$ cat config.mk
export PLATFORM = sky130hd
export DESIGN_NAME = synapse316
export DESIGN_NICKNAME = d
export VERILOG_FILES = /design/src/logic/synapse_pkg.sv /design/src/logic/fetch_sequencer.sv /design/src/logic/instruction_pointer.sv /design/src/logic/operator_units.sv /design/src/logic/transfer_bus.sv /design/src/logic/synapse316.sv
export VERILOG_INCLUDE_DIRS = /design/src /design/src/logic
export SDC_FILE = /design/constraint.sdc
export NUM_CORES = 1
export LEC_CHECK = 0
export ABC_AREA = 1
export BUFFER_PORTS_ARGS = -buffer_cell sky130_fd_sc_hd__buf_2
export CAP_MARGIN = 20
export CORE_MARGIN = 3
export CORE_UTILIZATION = 59
export DETAILED_ROUTE_END_ITERATION = 8
export GPL_TIMING_DRIVEN = 0
export PLACE_DENSITY = 0.86
export SYNTH_ARGS = -nofsm -noshare
export SYNTH_HDL_FRONTEND = slang
export SYNTH_SLANG_ARGS = --single-unit
$ cat constraint.sdc
create_clock -name sysreset -period 10.3 [get_ports sysreset]
set_input_delay 2.06 -clock sysreset [delete_from_list [all_inputs] [get_ports sysreset]]
set_output_delay 2.06 -clock sysreset [all_outputs]
set_load 0.005 [all_outputs]
$ cat src/logic/synapse_defines.svh
`ifndef SYNAPSE_DEFINES_SVH
`define SYNAPSE_DEFINES_SVH

// word, code address and field widths.
`define WORD_W   16
`define IPR_W    16
`define DEST_W   6
`define SRC_W    10
// registers r0 to r7 live outside the core.
`define NUM_REGS 8

// control operators in the destination space.
`define DEST_CLRF    6'h30
`define DEST_SETF    6'h31
`define DEST_BR      6'h38
`define DEST_BN      6'h39
`define DEST_RETADDR 6'h3E
`define DEST_RETURN  6'h3F

// source space.
`define SRC_RETADDR   10'h03E
// top two source bits equal to this select a small constant.
`define SRC_SMALL_SEL 2'd2
`define SRC_AD0       10'h300
`define SRC_AND0      10'h330
`define SRC_OR0       10'h334
`define SRC_XOR0      10'h338
`define SRC_FLAGS     10'h340
`define SRC_SH1R      10'h350
`define SRC_SH1L      10'h351
`define SRC_SH4L      10'h352
`define SRC_SH4R      10'h353
`define SRC_NEG1      10'h360
`define SRC_IMM16     10'h3A0

// bit positions in the flags word.
`define FLAG_AND0_ZERO 0
`define FLAG_AD0_CARRY 1
`define FLAG_AD0_ZERO  2

`endif

$ cat src/logic/synapse_pkg.sv
`default_nettype none

`include "synapse_defines.svh"

package synapse_pkg;

    // plain move view of an instruction word.
    typedef struct packed {
        logic [`DEST_W-1:0] dest;
        logic [`SRC_W-1:0]  src;
    } move_fields_t;

    // small constant view of the same word.
    // the selector sits in the top two source bits.
    typedef struct packed {
        logic [`DEST_W-1:0] dest;
        logic [1:0]         sel;
        logic [`SRC_W-3:0]  value;
    } const_fields_t;

    // one instruction word, decoded either way.
    typedef union packed {
        move_fields_t  move;
        const_fields_t small_const;
    } instr_t;

    // flags word as seen on the transfer bus.
    // everything above the ad0 zero flag reads as one.
    typedef struct packed {
        logic [`WORD_W-4:0] ones;
        logic               ad0_zero;
        logic               ad0_carry;
        logic               and0_zero;
    } flags_t;

endpackage

`default_nettype wire

$ cat src/logic/fetch_sequencer.sv
`timescale 1ns/1ps
`default_nettype none

`include "synapse_defines.svh"

module fetch_sequencer (
    input  wire                 sysreset,
    input  wire                 sysclk,
    input  wire [`WORD_W-1:0]   code_in,
    input  wire                 code_ready,
    input  wire                 selected_flag,
    output synapse_pkg::instr_t exec_instr,
    output logic                exec_en,
    output logic                jump_load,
    output logic                return_op,
    output logic                retaddr_load,
    output logic                clrf_op,
    output logic                setf_op,
    output logic                advance
);
    import synapse_pkg::*;

    // set on the first edge after reset, once address 0 went to the code memory.
    logic fetch_primed;
    // exec_instr holds a real word from the code memory.
    logic exr_valid;
    // exec_instr holds inline immediate data, not an opcode.
    logic imm_skip;
    // exec_instr holds a branch target or the word after a return.
    logic branch_skip;
    logic [`DEST_W-1:0] dest;
    logic imm_src;
    logic br_op;
    logic bn_op;

    assign dest = exec_instr.move.dest;

    // the pointer steps only while the code memory delivers.
    assign advance = code_ready && fetch_primed;

    // nothing executes during a stall or a skip cycle.
    assign exec_en = code_ready && exr_valid && !imm_skip && !branch_skip;

    // control operator decode.
    assign clrf_op      = exec_en && (dest == `DEST_CLRF);
    assign setf_op      = exec_en && (dest == `DEST_SETF);
    assign br_op        = exec_en && (dest == `DEST_BR);
    assign bn_op        = exec_en && (dest == `DEST_BN);
    assign retaddr_load = exec_en && (dest == `DEST_RETADDR);
    assign return_op    = exec_en && (dest == `DEST_RETURN);
    assign imm_src      = exec_en && (exec_instr.move.src == `SRC_IMM16);

    // br jumps on a set flag, bn on a clear one.
    // the target word is on code_in during the branch cycle.
    assign jump_load = (br_op && selected_flag) || (bn_op && !selected_flag);

    // control state.
    always_ff @(posedge sysreset or posedge sysclk) begin
        if (sysclk) begin
            fetch_primed <= 1'b0;
            exr_valid    <= 1'b0;
            imm_skip     <= 1'b0;
            branch_skip  <= 1'b0;
        end else begin
            fetch_primed <= 1'b1;
            if (advance) begin
                exr_valid <= 1'b1;
            end
            // a skip holds through stalls and ends on the next ready edge.
            if (code_ready) begin
                imm_skip    <= imm_src;
                branch_skip <= br_op || bn_op || return_op;
            end
        end
    end

    // executing instruction register.
    // it follows code_in on every ready edge, skipped words included.
    always_ff @(posedge sysreset) begin
        if (advance) begin
            exec_instr <= code_in;
        end
    end

endmodule

`default_nettype wire

$ cat src/logic/instruction_pointer.sv
`timescale 1ns/1ps
`default_nettype none

`include "synapse_defines.svh"

module instruction_pointer (
    input  wire                sysreset,
    input  wire                sysclk,
    input  wire [`WORD_W-1:0]  code_in,
    input  wire [`WORD_W-1:0]  move_data,
    input  wire                jump_load,
    input  wire                return_op,
    input  wire                retaddr_load,
    input  wire                advance,
    output logic [`IPR_W-1:0]  code_addr,
    output logic [`IPR_W-1:0]  return_addr
);

    // address of the word that code_in carries once the memory is ready.
    logic [`IPR_W-1:0] ipr;
    logic [`IPR_W-1:0] next_ipr;

    // next fetch address.
    // a taken branch fetches its target straight away, so only one word is skipped.
    always_comb begin
        if (!advance) begin
            next_ipr = ipr;
        end else if (jump_load) begin
            next_ipr = code_in;
        end else if (return_op) begin
            next_ipr = return_addr;
        end else begin
            next_ipr = ipr + 1'b1;
        end
    end

    // the memory samples this address on the coming edge.
    assign code_addr = next_ipr;

    always_ff @(posedge sysreset or posedge sysclk) begin
        if (sysclk) begin
            ipr         <= '0;
            return_addr <= '0;
        end else begin
            ipr <= next_ipr;
            // return swaps, keeping the address of the word after the return.
            if (return_op) begin
                return_addr <= ipr;
            end else if (retaddr_load) begin
                return_addr <= move_data;
            end
        end
    end

endmodule

`default_nettype wire

$ cat src/logic/operator_units.sv
`timescale 1ns/1ps
`default_nettype none

`include "synapse_defines.svh"

module operator_units (
    input  wire                 sysreset,
    input  wire                 sysclk,
    input  wire [`WORD_W-1:0]   r0,
    input  wire [`WORD_W-1:0]   r1,
    input  wire                 operand_load,
    input  wire                 clrf_op,
    input  wire                 setf_op,
    input  wire [`WORD_W-1:0]   move_data,
    input  wire [3:0]           flag_sel,
    output logic [`WORD_W-1:0]  ad0,
    output logic [`WORD_W-1:0]  and0,
    output logic [`WORD_W-1:0]  or0,
    output logic [`WORD_W-1:0]  xor0,
    output logic [`WORD_W-1:0]  sh1r,
    output logic [`WORD_W-1:0]  sh1l,
    output logic [`WORD_W-1:0]  sh4l,
    output logic [`WORD_W-1:0]  sh4r,
    output synapse_pkg::flags_t flags,
    output logic                selected_flag
);
    import synapse_pkg::*;

    // r0 or r1 was written on the last edge.
    logic add_pending;
    logic [`WORD_W:0] ad0_sum;
    logic [`WORD_W-1:0] and0_comb;
    logic carry;
    logic carry_base;
    logic ad0_zero;
    logic and0_zero;

    // the register file has the new operand by now.
    assign ad0_sum = {1'b0, r0} + {1'b0, r1} + {{`WORD_W{1'b0}}, carry};

    // the add lands before any setf or clrf in the same cycle.
    assign carry_base = add_pending ? ad0_sum[`WORD_W] : carry;

    assign and0_comb = r0 & r1;

    // ad0 and the carry chain.
    always_ff @(posedge sysreset or posedge sysclk) begin
        if (sysclk) begin
            add_pending <= 1'b0;
            ad0         <= '0;
            ad0_zero    <= 1'b0;
            carry       <= 1'b0;
        end else begin
            add_pending <= operand_load;
            if (add_pending) begin
                ad0      <= ad0_sum[`WORD_W-1:0];
                ad0_zero <= (ad0_sum[`WORD_W-1:0] == '0);
            end
            // bit 0 of the moved value picks whether setf or clrf acts.
            if (setf_op) begin
                carry <= carry_base | move_data[0];
            end else if (clrf_op) begin
                carry <= carry_base & ~move_data[0];
            end else begin
                carry <= carry_base;
            end
        end
    end

    // bitwise units, sampled every cycle.
    always_ff @(posedge sysreset or posedge sysclk) begin
        if (sysclk) begin
            and0      <= '0;
            or0       <= '0;
            xor0      <= '0;
            and0_zero <= 1'b0;
        end else begin
            and0      <= and0_comb;
            or0       <= r0 | r1;
            xor0      <= r0 ^ r1;
            and0_zero <= (and0_comb == '0);
        end
    end

    // shifts of r0, zero filled.
    assign sh1r = {1'b0, r0[`WORD_W-1:1]};
    assign sh1l = {r0[`WORD_W-2:0], 1'b0};
    assign sh4l = {r0[`WORD_W-5:0], 4'b0};
    assign sh4r = {4'b0, r0[`WORD_W-1:4]};

    always_comb begin
        flags.ones      = '1;
        flags.ad0_zero  = ad0_zero;
        flags.ad0_carry = carry;
        flags.and0_zero = and0_zero;
    end

    // bits above the real flags are ones, so br on them always jumps.
    assign selected_flag = flags[flag_sel];

endmodule

`default_nettype wire

$ cat src/logic/transfer_bus.sv
`timescale 1ns/1ps
`default_nettype none

`include "synapse_defines.svh"

module transfer_bus (
    input  wire synapse_pkg::instr_t     exec_instr,
    input  wire                          exec_en,
    input  wire [`NUM_REGS*`WORD_W-1:0]  r_data,
    input  wire [`WORD_W-1:0]            code_in,
    input  wire [`IPR_W-1:0]             return_addr,
    input  wire [`WORD_W-1:0]            ad0,
    input  wire [`WORD_W-1:0]            and0,
    input  wire [`WORD_W-1:0]            or0,
    input  wire [`WORD_W-1:0]            xor0,
    input  wire [`WORD_W-1:0]            sh1r,
    input  wire [`WORD_W-1:0]            sh1l,
    input  wire [`WORD_W-1:0]            sh4l,
    input  wire [`WORD_W-1:0]            sh4r,
    input  wire synapse_pkg::flags_t     flags,
    output logic [`WORD_W-1:0]           move_data,
    output logic [`NUM_REGS-1:0]         r_read,
    output logic [`NUM_REGS-1:0]         r_load,
    output logic                         operand_load
);
    import synapse_pkg::*;

    logic [`SRC_W-1:0]  src;
    logic [`DEST_W-1:0] dest;

    assign src  = exec_instr.move.src;
    assign dest = exec_instr.move.dest;

    // source multiplexer.
    always_comb begin
        move_data = '0;
        if (exec_instr.small_const.sel == `SRC_SMALL_SEL) begin
            // 0x200 to 0x2ff, zero extended 8-bit constant.
            move_data = {{(`WORD_W-`SRC_W+2){1'b0}}, exec_instr.small_const.value};
        end else if (src < `NUM_REGS) begin
            move_data = r_data[src*`WORD_W +: `WORD_W];
        end else begin
            case (src)
                `SRC_RETADDR: move_data = return_addr;
                `SRC_AD0:     move_data = ad0;
                `SRC_AND0:    move_data = and0;
                `SRC_OR0:     move_data = or0;
                `SRC_XOR0:    move_data = xor0;
                `SRC_FLAGS:   move_data = flags;
                `SRC_SH1R:    move_data = sh1r;
                `SRC_SH1L:    move_data = sh1l;
                `SRC_SH4L:    move_data = sh4l;
                `SRC_SH4R:    move_data = sh4r;
                `SRC_NEG1:    move_data = '1;
                // inline word following the opcode.
                `SRC_IMM16:   move_data = code_in;
                // unmapped sources read as zero.
                default:      move_data = '0;
            endcase
        end
    end

    // one read and one load strobe per register.
    for (genvar i = 0; i < `NUM_REGS; i++) begin : g_reg_strobe
        assign r_read[i] = exec_en && (src == i);
        assign r_load[i] = exec_en && (dest == i);
    end

    // writing either operand starts an add.
    assign operand_load = r_load[0] || r_load[1];

endmodule

`default_nettype wire

$ cat src/logic/synapse316.sv
`timescale 1ns/1ps
`default_nettype none

`include "synapse_defines.svh"

module synapse316 (
    input  wire                          sysreset,
    input  wire                          sysclk,
    output logic [`IPR_W-1:0]            code_addr,
    input  wire [`WORD_W-1:0]            code_in,
    input  wire                          code_ready,
    input  wire [`NUM_REGS*`WORD_W-1:0]  r_data,
    output logic [`NUM_REGS-1:0]         r_read,
    output logic [`NUM_REGS-1:0]         r_load,
    output logic [`WORD_W-1:0]           r_load_data
);
    import synapse_pkg::*;

    instr_t             exec_instr;
    flags_t             flags;
    logic               exec_en;
    logic               jump_load;
    logic               return_op;
    logic               retaddr_load;
    logic               clrf_op;
    logic               setf_op;
    logic               advance;
    logic               operand_load;
    logic               selected_flag;
    logic [`WORD_W-1:0] move_data;
    logic [`IPR_W-1:0]  return_addr;
    logic [`WORD_W-1:0] ad0;
    logic [`WORD_W-1:0] and0;
    logic [`WORD_W-1:0] or0;
    logic [`WORD_W-1:0] xor0;
    logic [`WORD_W-1:0] sh1r;
    logic [`WORD_W-1:0] sh1l;
    logic [`WORD_W-1:0] sh4l;
    logic [`WORD_W-1:0] sh4r;

    // every register write carries the moved word.
    assign r_load_data = move_data;

    fetch_sequencer u_fetch_sequencer (
        .sysreset      (sysreset),
        .sysclk        (sysclk),
        .code_in       (code_in),
        .code_ready    (code_ready),
        .selected_flag (selected_flag),
        .exec_instr    (exec_instr),
        .exec_en       (exec_en),
        .jump_load     (jump_load),
        .return_op     (return_op),
        .retaddr_load  (retaddr_load),
        .clrf_op       (clrf_op),
        .setf_op       (setf_op),
        .advance       (advance)
    );

    instruction_pointer u_instruction_pointer (
        .sysreset     (sysreset),
        .sysclk       (sysclk),
        .code_in      (code_in),
        .move_data    (move_data),
        .jump_load    (jump_load),
        .return_op    (return_op),
        .retaddr_load (retaddr_load),
        .advance      (advance),
        .code_addr    (code_addr),
        .return_addr  (return_addr)
    );

    // r0 and r1 are the operands. a branch picks its flag with the low source bits.
    operator_units u_operator_units (
        .sysreset      (sysreset),
        .sysclk        (sysclk),
        .r0            (r_data[`WORD_W-1:0]),
        .r1            (r_data[2*`WORD_W-1:`WORD_W]),
        .operand_load  (operand_load),
        .clrf_op       (clrf_op),
        .setf_op       (setf_op),
        .move_data     (move_data),
        .flag_sel      (exec_instr.move.src[3:0]),
        .ad0           (ad0),
        .and0          (and0),
        .or0           (or0),
        .xor0          (xor0),
        .sh1r          (sh1r),
        .sh1l          (sh1l),
        .sh4l          (sh4l),
        .sh4r          (sh4r),
        .flags         (flags),
        .selected_flag (selected_flag)
    );

    transfer_bus u_transfer_bus (
        .exec_instr   (exec_instr),
        .exec_en      (exec_en),
        .r_data       (r_data),
        .code_in      (code_in),
        .return_addr  (return_addr),
        .ad0          (ad0),
        .and0         (and0),
        .or0          (or0),
        .xor0         (xor0),
        .sh1r         (sh1r),
        .sh1l         (sh1l),
        .sh4l         (sh4l),
        .sh4r         (sh4r),
        .flags        (flags),
        .move_data    (move_data),
        .r_read       (r_read),
        .r_load       (r_load),
        .operand_load (operand_load)
    );

endmodule

`default_nettype wire

==> summary.md, run 1 <==
| Metric | Value |
|---|---|
| Status | complete, no violations |
| DR vias/cell | 6.13 |
| Router iterations before antenna repair | 6 |
| Resized Gates After CTS | 0 |
| Fin crit share | 0.616 |
| Max Clk Rate | 158 MHz |
| Overall power | 0.00160 W |
| Layout cells sized above 1 | 0.188 |
| Total wire length | 37400 um |
| First-pass GRT wire length | 55600 um |
| I/O pin count | 195 |
| Final core occ | 0.741 |
| CP max stage cell | nor2_2 |
| Root buf cell | clkbuf_16 |
| Setup TNS | 0 ns |
| Total core area | 0.0148 sq mm |
| Post-Syn Area | 0.00902 sq mm |
| VDD IR-drop max | 115 uV |
| Clk buf depth | 2 |
| Die footprint | 0.0168 sq mm |
| CP Data Required Time | 8.24 ns |
| Worst rel slew slack | 0.285 |
| Top cell family by delay on the critical path | simple AND/OR/NAND/NOR gates |
| Critical Path Most Common Cell | buf_2 |
| Setup violations, final | 0 |
| Initial antenna violation count | 2 |
| TritonCTS sink count | 120 |
| Synth Instances | 1369 |
| CP Cell Sequence | buf_2, nand4_1, inv_2, nand3_2, nor2_2, inv_2, buf_2, o211ai_1, nand2_1, o21ai_0, buf_2 |
| H-tree depth | 4 |
| Ys Warns | 0 |
| Distinct cells, synth | 41 |
| Power per cell area | 146 mW/mm^2 |
| Initial Util | 0.611 |
| Placer Congestion | 1.08 |
| Grt ovf | 0 |
| Drt wl/cell | 21.0 um |
| Vias in the first global route | 10111 |
| Static Leakage | 5.79 nW |
| Area growth from synthesis to final layout | 21.1% |
| Post-layout min period | 6.34 ns |
| Worst-path clk slew | 0.06 ns |
| Largest net degree at the start of global routing | 75 |
| Syn Nets | 1551 |
| Placed Cells incl. Taps | 1749 |
| Max-slew violations | 0 |
| Critical setup path kind | input port to primary output |
| Row count | 44 |
| Worst skew pair latency | 0.43 ns |
| Post-cts hold buffer count | 0 |
| Syn Area/Cell | 6.59 sq um |
| Post-detail-place hpwl | 29200 um |
| Post-synth EDFFs | 16 |
| DIE HEIGHT | 130 um |
| RSZ-0062 raised after global routing | no |
| CP max stage delay | 0.43 ns |
| Startpoint types | input port |
| Die span in x | 130 um |
| Drt drc | 0 |
| Antenna Nets Post-Route | 0 |
| CP bufs+invs | 5 |
| Ys flop type | dfrtp_1 |
| Max FO, Critical Path | 10 |
| Hold Vio Cnt, Final | 0 |
| CP Capture Type | primary output |
| CTS tree | built |
| TritonCTS Buffers | 17 |
| Routed via count | 10922 |
| Total track usage | 0.440 |
| Worst hold path class | flop to flop |
| Worst endpoint data arrival time | 4.28 ns |
| Filler Cell Count | 1197 |
| Setup Fix Bufs, Post-CTS | 0 |
| Worst Tran Pin Value | 1.07 ns |
| Port Buf Inserts | 194 |
| Placed instance area | 0.0103 sq mm |
| Final nets | 1766 |
| Finished Cell Area | 0.0109 sq mm |
| Sequential area share after synthesis | 0.342 |
| Post-synth ARST share | 0.867 |
| Antenna Cells | 0 |
| DRT iter0 DRCs | 1661 |
| Max Cap Violations | 0 |
| Seq cells post-synth | 120 |
| Fin Clk Skew | 0.0128 ns |
| Final std cells w/o fill | 1781 |
-- flip-flops by register name (all words and copies together), names as in the netlist --
signal	flops
u_operator_units.or0	16
u_fetch_sequencer.exec_instr	16
u_operator_units.and0	16
u_instruction_pointer.ipr	16
u_fetch_sequencer.exr_valid	1
u_operator_units.add_pending	1
u_operator_units.xor0	16
u_instruction_pointer.return_addr	16
u_fetch_sequencer.imm_skip	1
u_operator_units.carry	1
u_fetch_sequencer.fetch_primed	1
u_fetch_sequencer.branch_skip	1
u_operator_units.ad0_zero	1
u_operator_units.and0_zero	1
u_operator_units.ad0	16
-- where the power goes --
part / internal, W / switching (W)
Clock: 0.000418 / 0.000245
Sequential: 0.000537 / 0.0000471
Combinational: 0.000126 / 0.000224
-- final timing paths --
kind / endpoint / start / slack, ns / depth (start not counted)
worst min-delay path: u_fetch_sequencer.exr_valid / u_fetch_sequencer.exr_valid / 0.48 / 1
worst min register to register: u_fetch_sequencer.exr_valid / u_fetch_sequencer.exr_valid / 0.48 / 1
worst max register to register: u_instruction_pointer.return_addr[6] / u_fetch_sequencer.exec_instr[4] / 7.49 / 8
worst max-delay path: code_addr[8] / code_ready / 3.96 / 11
min in group asynchronous: u_operator_units.carry / sysclk / 1.66 / 2
max in group asynchronous: u_operator_units.ad0[11] / sysclk / 7.91 / 3
-- worst reg2reg max path, delay by kind of cell (launching register included) --
kind          cells  cell delay, ns
buf+inv           1            0.42
simple gates      7            1.76
flops             1            0.58
-- synthesized netlist by cell type, drive strengths merged (2+ instances only) --
| cell | count | area share |
|---|---|---|
| nand3b | 6 | 0.0050 |
| fa | 2 | 0.0044 |
| inv | 194 | 0.081 |
| or2 | 8 | 0.0055 |
| nand3 | 108 | 0.062 |
| o22ai | 24 | 0.017 |
| xnor2 | 2 | 0.0019 |
| a31oi | 10 | 0.0069 |
| dfrtp | 104 | 0.29 |
| and2 | 7 | 0.0049 |
| o211ai | 25 | 0.024 |
| nand4 | 45 | 0.031 |
| clkbuf | 21 | 0.0087 |
| edfxtp | 16 | 0.053 |
| a21oi | 55 | 0.031 |
| nor4 | 8 | 0.0055 |
| buf | 27 | 0.017 |
| o21ai | 73 | 0.041 |
| nor3 | 18 | 0.011 |
| nor2 | 141 | 0.063 |
| nand2 | 423 | 0.18 |
| o21bai | 3 | 0.0025 |
| xor2 | 10 | 0.0097 |
| o21a | 2 | 0.0017 |
| ha | 33 | 0.046 |
-- stage by stage --
stage	hold WS [ns]	worst slack, ns
3_3_place_gp	0.464	4.09
5_1_grt	0.495	3.94
2_1_floorplan	0.440	4.99
3_5_place_dp	0.456	4.13
4_1_cts	0.479	4.10
6_report	0.482	3.96
-- logic make-up after synthesis --
logic type      count (synthesis)  share of synthesized area
simple gates                  765                      0.365
buf+inv                       242                      0.106
compound gates                194                      0.125
flops                         120                      0.342
fa+ha+maj                      35                     0.0502
xor+xnor                       12                     0.0117
other cells                     1                   0.000416
-- area by class of cell --
cell class / count / area (sq um) / share of cell area
Buffer: 48 / 230 / 0.0211
Clock buffer: 18 / 439 / 0.0402
Clock inverter: 14 / 208 / 0.0190
Inverter: 194 / 731 / 0.0669
Multi-Input combinational cell: 1007 / 4980 / 0.456
Sequential cell: 120 / 3080 / 0.282
Tap cell: 184 / 230 / 0.0211
Timing Repair Buffer: 196 / 1030 / 0.0939
-- per-layer routing --
layer / GRT usage / vias up / routed length [um]
met3: 0.116 / 201 / 5010
li1: - / 4876 / -
met1: 0.574 / 4918 / 13800
met5: 0 / - / 27
met2: 0.676 / 923 / 16100
met4: 0.228 / 4 / 2390
-- cells in the final DEF (no fill, tap or decap), types with 33 or more instances in the layout --
cell type	instances
dfrtp_1	104
nand4_1	45
buf_2	216
ha_1	33
inv_1	177
nand2_1	420
o21ai_0	59
nand3_1	104
nor2_1	131
a21oi_1	55
Power figures use the tool's default switching activity.
==> run 2: changes to the inputs <==
--- a/config.mk
+++ b/config.mk
@@ -6,14 +6,14 @@
 export SDC_FILE = /design/constraint.sdc
 export NUM_CORES = 1
 export LEC_CHECK = 0
-export ABC_AREA = 1
+export ABC_AREA = 0
 export BUFFER_PORTS_ARGS = -buffer_cell sky130_fd_sc_hd__buf_2
 export CAP_MARGIN = 20
 export CORE_MARGIN = 3
-export CORE_UTILIZATION = 59
+export CORE_UTILIZATION = 55
 export DETAILED_ROUTE_END_ITERATION = 8
 export GPL_TIMING_DRIVEN = 0
-export PLACE_DENSITY = 0.86
+export PLACE_DENSITY = 0.82
 export SYNTH_ARGS = -nofsm -noshare
 export SYNTH_HDL_FRONTEND = slang
 export SYNTH_SLANG_ARGS = --single-unit
==> constraint.sdc (replaced) <==
create_clock -name sysreset -period 6.35 [get_ports sysreset]
set_input_delay 1.27 -clock sysreset [delete_from_list [all_inputs] [get_ports sysreset]]
set_output_delay 1.27 -clock sysreset [all_outputs]
set_load 0.005 [all_outputs]
==> run 2 against run 1 <==
Effect of this change:
- area after synthesis down 8.9%
- critical path depth unchanged
- non-clock buffer count shrank 2
- via count is 25% lower
- first-iteration DRC count shrank 42%
- combinational power grew 45%
- design area shrank 8.2%
- utilization is 5.3 points lower
- die area fell by 2.1%
- critical path type unchanged
- highest routed layer is now met4
==> summary.md, run 2 <==
| Metric | Value |
|---|---|
| Status | complete, no violations |
| CTS tree | built |
| Setup Fix Bufs, Post-CTS | 0 |
| Port Buf Inserts | 194 |
| Seq cells post-synth | 120 |
| Worst hold path class | flop to flop |
| Ys Warns | 0 |
| CP Capture Type | primary output |
| Final core occ | 0.688 |
| Commonest non-fill, non-tap cell in the layout | buf_2 |
| Drt wl/cell | 23.5 um |
| Initial antenna violation count | 0 |
| CP Data Required Time | 5.08 ns |
| Root buf cell | clkbuf_16 |
| Area contributors post-synth | dfrtp_1 (32%), mux4_2 (8.8%), edfxtp_1 (5.8%) |
| Worst endpoint data arrival time | 3.67 ns |
| Critical setup path kind | input port to primary output |
| Total core area | 0.0146 sq mm |
| I/O pin count | 195 |
| VDD IR-drop max | 191 uV |
| Fin Hold WS | 0.481 ns |
| Post-cts hold buffer count | 0 |
| Worst skew pair latency | 0.42 ns |
| CP max stage delay | 0.32 ns |
| Initial Util | 0.563 |
| DR vias/cell | 6.51 |
| DRT iter0 DRCs | 962 |
| Router iterations before antenna repair | 8 |
| Synth top area share | 0.317 |
| Top-count cell post-synth | dfrtp_1 |
| CP bufs+invs | 4 |
| Area growth from synthesis to final layout | 22.0% |
| CP max stage cell | clkbuf_1 |
| Antenna Nets Post-Route | 0 |
| Synth cell count leaders | dfrtp_1 (104), nand2_1 (74), nor2_1 (74), a21oi_1 (63), inv_1 (63) |
| Post-synth ARST share | 0.867 |
| Total wire length | 29500 um |
| Max Cap Violations | 0 |
| Startpoint types | input port |
| Syn Area/Cell | 9.75 sq um |
| Final std cells w/o fill | 1254 |
| Worst r2r src | u_operator_units.carry |
| CP Cell Sequence | buf_2, nand4bb_1, nor2_1, and3_1, clkbuf_1, nand2_1, clkbuf_1, a21oi_1, mux2i_1, o21ai_0, buf_2 |
| Hold Vio Cnt, Final | 0 |
| Grt ovf | 0 |
| Placed instance area | 0.00945 sq mm |
| Antenna Cells | 0 |
| Clk buf depth | 2 |
| Post-layout min period | 4.94 ns |
| Top cell family by delay on the critical path | simple AND/OR/NAND/NOR gates |
| TritonCTS sink count | 120 |
| Final nets | 1239 |
| Max FO, Critical Path | 10 |
| Post-Syn Area | 0.00822 sq mm |
| Power per cell area | 246 mW/mm^2 |
| Layout cells sized above 1 | 0.293 |
| Fin Clk Skew | 0.00594 ns |
| Resized Gates After CTS | 0 |
| Area leader, netlist | dfrtp_1 |
| Finished Cell Area | 0.0100 sq mm |
| Max-slew violations | 0 |
| Row count | 44 |
| Vias in the first global route | 7893 |
| Worst rel slew slack | 0.483 |
| Hold Startpoint | u_fetch_sequencer.exr_valid |
| Die footprint | 0.0164 sq mm |
| Static Leakage | 4.69 nW |
| Synth Instances | 843 |
| Ys flop type | dfrtp_1 |
| Setup TNS | 0 ns |
| Largest net degree at the start of global routing | 57 |
| RSZ-0062 raised after global routing | no |
| Max Clk Rate | 202 MHz |
| Drt drc | 0 |
| Sequential area share after synthesis | 0.375 |
| Total track usage | 0.357 |
| Die span in x | 128 um |
| H-tree depth | 4 |
| Placer Congestion | 0.981 |
| Distinct cells, synth | 76 |
| Worst-path clk slew | 0.05 ns |
| First-pass GRT wire length | 44300 um |
| Post-detail-place hpwl | 22600 um |
| Commonest non-fill, non-tap cells in the layout | buf_2 (212), dfrtp_1 (104), nand2_1 (74), nor2_1 (74), a21oi_1 (63) |
| Worst Tran Pin Value | 0.771 ns |
| Post-synth EDFFs | 16 |
| Syn Nets | 1025 |
| Placed Cells incl. Taps | 1222 |
| Routed via count | 8164 |
| DIE HEIGHT | 128 um |
| Fin crit share | 0.778 |
| TritonCTS Buffers | 17 |
| Setup violations, final | 0 |
| Worst Setup SP | code_ready |
==> run 2: report_power, final <==
group	switching [W]	total, W	internal [W]
Sequential	0.000117	0.000998	0.000881
Combinational	0.000277	0.000508	0.000231
Clock	0.000344	0.000964	0.000620
Total	0.000737	0.00247	0.00173
==> run 2: kinds of logic after synthesis <==
family | share of synthesized area
compound gates | 0.174
buf+inv | 0.0566
mux | 0.152
flops | 0.375
fa+ha+maj | 0.0551
other cells | 0.000456
simple gates | 0.164
xor+xnor | 0.0224
==> run 2: final timing paths <==
kind                                          endpoint  slack [ns]  cells after the start
min                        u_fetch_sequencer.exr_valid        0.48                      1
min in group asynchronous   u_fetch_sequencer.imm_skip        0.94                      2
max                                      code_addr[15]        1.41                     11
max reg2reg                  u_operator_units.ad0_zero        2.92                     11
min reg2reg                u_fetch_sequencer.exr_valid        0.48                      1
max in group asynchronous     u_operator_units.or0[11]        4.71                      3
==> run 2: per-layer routing <==
layer	global-route usage	part of all wire	up-vias
li1	-	-	3542
met1	0.466	0.37	3898
met2	0.562	0.47	606
met3	0.0867	0.12	118
met4	0.166	0.048	0
met5	0	0	-
==> run 2: cell type report <==
class	instances	area [sq um]
multi-input combinational	612	4670
fill	1166	4560
clock buffer	21	450
buffer	47	225
sequential	120	3080
clock inverter	11	130
timing repair buffer	195	998
tap	184	230
inverter	64	243
==> run 2: metrics by stage <==
| stage | worst slack (ns) | power, W |
|---|---|---|
| floorplan | 2.35 | 0.00127 |
| global placement | 1.15 | 0.00147 |
| detailed placement | 1.52 | 0.00149 |
| CTS | 1.45 | 0.00245 |
| global route | 1.20 | 0.00256 |
| finish | 1.41 | 0.00247 |
==> run 3: changes to the inputs <==
--- a/config.mk
+++ b/config.mk
@@ -6,11 +6,11 @@
 export SDC_FILE = /design/constraint.sdc
 export NUM_CORES = 1
 export LEC_CHECK = 0
-export ABC_AREA = 0
+export ABC_AREA = 1
 export BUFFER_PORTS_ARGS = -buffer_cell sky130_fd_sc_hd__buf_2
 export CAP_MARGIN = 20
 export CORE_MARGIN = 3
-export CORE_UTILIZATION = 55
+export CORE_UTILIZATION = 56
 export DETAILED_ROUTE_END_ITERATION = 8
 export GPL_TIMING_DRIVEN = 0
 export PLACE_DENSITY = 0.82
==> constraint.sdc (replaced) <==
create_clock -name sysreset -period 4.9 [get_ports sysreset]
set_input_delay 0.98 -clock sysreset [delete_from_list [all_inputs] [get_ports sysreset]]
set_output_delay 0.98 -clock sysreset [all_outputs]
set_load 0.005 [all_outputs]
==> run 3 against run 2 <==
Effect of this change:
- first-iteration DRC count grew 61%
- clock-buffer cell count rose by 2
- worst setup slack got worse by 0.91 ns
- critical endpoint is now r_load_data[7]
- highest routed layer unchanged
==> summary.md, run 3 (synthesis gave the netlist of run 1 again) <==
| Metric | Value |
|---|---|
| Register area | 0.00308 sq mm |
| Initial antenna violation count | 1 |
| CP max stage cell | nor3_2 |
| Routed via count | 10812 |
| Worst endpoint data arrival time | 3.43 ns |
| Drt drc | 0 |
| CP Capture Type | primary output |
| Placed Cells incl. Taps | 1776 |
| Setup violations, final | 0 |
| Power per cell area | 291 mW/mm^2 |
| Layout cells sized above 1 | 0.187 |
| RSZ-0062 raised after global routing | no |
| Startpoint types | flop |
| Resized Gates After CTS | 0 |
| Status | complete, no violations |
| Critical Path Most Common Cell | buf_2 |
| Worst rel slew slack | 0.311 |
| Worst hold path class | flop to flop |
| Static Leakage | 5.74 nW |
| H-tree depth | 4 |
| Vias in the first global route | 9919 |
| First-pass GRT wire length | 56700 um |
| Antenna Nets Post-Route | 0 |
| Fin Clk Skew | 0.00928 ns |
| CP bufs+invs | 2 |
| Final nets | 1766 |
| Filler Cell Count | 1381 |
| Setup TNS | 0 ns |
| Row count | 45 |
| Overall power | 0.00316 W |
| Post-detail-place hpwl | 29600 um |
| Die span in x | 133 um |
| VDD IR-drop max | 248 uV |
| CP Data Required Time | 3.92 ns |
| Setup Fix Bufs, Post-CTS | 0 |
| CP max stage delay | 0.80 ns |
| Initial Util | 0.583 |
| Worst Tran Pin Value | 1.03 ns |
| Top cell family by delay on the critical path | simple AND/OR/NAND/NOR gates |
| DRT iter0 DRCs | 1547 |
| DR vias/cell | 5.98 |
| Critical setup path kind | flop to primary output |
| Largest net degree at the start of global routing | 71 |
| Port Buf Inserts | 194 |
| Final std cells w/o fill | 1809 |
| Commonest non-fill, non-tap cells in the layout | nand2_1 (420), buf_2 (216), inv_1 (177) |
| TritonCTS sink count | 120 |
| Die footprint | 0.0177 sq mm |
| Max Cap Violations | 0 |
| Fin crit share | 0.899 |
| Clk buf depth | 2 |
| Total track usage | 0.421 |
| Router iterations before antenna repair | 7 |
| Commonest non-fill, non-tap cell in the layout | nand2_1 |
| Max FO, Critical Path | 10 |
| I/O pin count | 195 |
| Area growth from synthesis to final layout | 20.5% |
| Placed instance area | 0.0103 sq mm |
| Max Clk Rate | 227 MHz |
| Post-layout min period | 4.41 ns |
| Drt wl/cell | 20.8 um |
| TritonCTS Buffers | 17 |
| Area of the multi-input gates | 0.00498 sq mm |
| Total core area | 0.0155 sq mm |
| Grt ovf | 0 |
| Root buf cell | clkbuf_16 |
| CTS tree | built |
| Hold Vio Cnt, Final | 0 |
| Post-cts hold buffer count | 0 |
| Worst-path clk slew | 0.06 ns |
| Total wire length | 37600 um |
| Finished Cell Area | 0.0109 sq mm |
| Placer Congestion | 1.04 |
| DIE HEIGHT | 133 um |
| Max-slew violations | 0 |
| CP Cell Sequence | nor2_1, nand2_1, nor3_2, buf_2, nand4_1, nand3_2, buf_2 |
| Worst skew pair latency | 0.43 ns |
run 3: layer usage:
metal	track usage	part of all wire	wire (um)
met1	0.571	0.39	14600
met2	0.626	0.43	16000
met3	0.111	0.13	4830
met4	0.202	0.057	2160
met5	0	0	0
run 3: path summary, 6_finish.rpt:
kind	startpoint	end	slack (ns)	cells past startpoint
min in group asynchronous	sysclk	u_operator_units.ad0[0]	0.59	2
setup / recovery	u_fetch_sequencer.exec_instr[4]	r_load_data[7]	0.49	7
hold / removal	u_fetch_sequencer.exr_valid	u_fetch_sequencer.exr_valid	0.49	1
max in group asynchronous	sysclk	u_instruction_pointer.return_addr[7]	3.58	3
hold reg to reg	u_fetch_sequencer.exr_valid	u_fetch_sequencer.exr_valid	0.49	1
setup reg to reg	u_fetch_sequencer.exec_instr[4]	u_instruction_pointer.return_addr[7]	1.84	8
run 3: through the flow:
step / setup WS [ns] / hold slack, ns / utilization
after floorplan: 1.19 / 0.440 / -
after global placement: -0.173 / 0.465 / 0.662
after detailed placement: 0.886 / 0.471 / 0.665
after CTS: 0.668 / 0.487 / 0.702
after global routing: 0.442 / 0.503 / 0.702
final: 0.494 / 0.489 / 0.702
run 3: power breakdown:
part | leakage, nW | total [W] | internal (W) | switching (W)
registers | 1.35 | 0.00123 | 0.00113 | 0.0000998
logic | 4.12 | 0.000727 | 0.000265 | 0.000462
clock network | 0.279 | 0.00120 | 0.000717 | 0.000485
total | 5.74 | 0.00316 | 0.00211 | 0.00105
run 3: cell type report:
class                           instances  area share
Multi-Input combinational cell       1007       0.458
Sequential cell                       120       0.284
Timing Repair Buffer                  196      0.0933
Inverter                              194      0.0673
Clock buffer                           23      0.0459
Tap cell                              211      0.0243
Buffer                                 48      0.0212
Clock inverter                          9     0.00587
Antenna cell                            1    0.000230
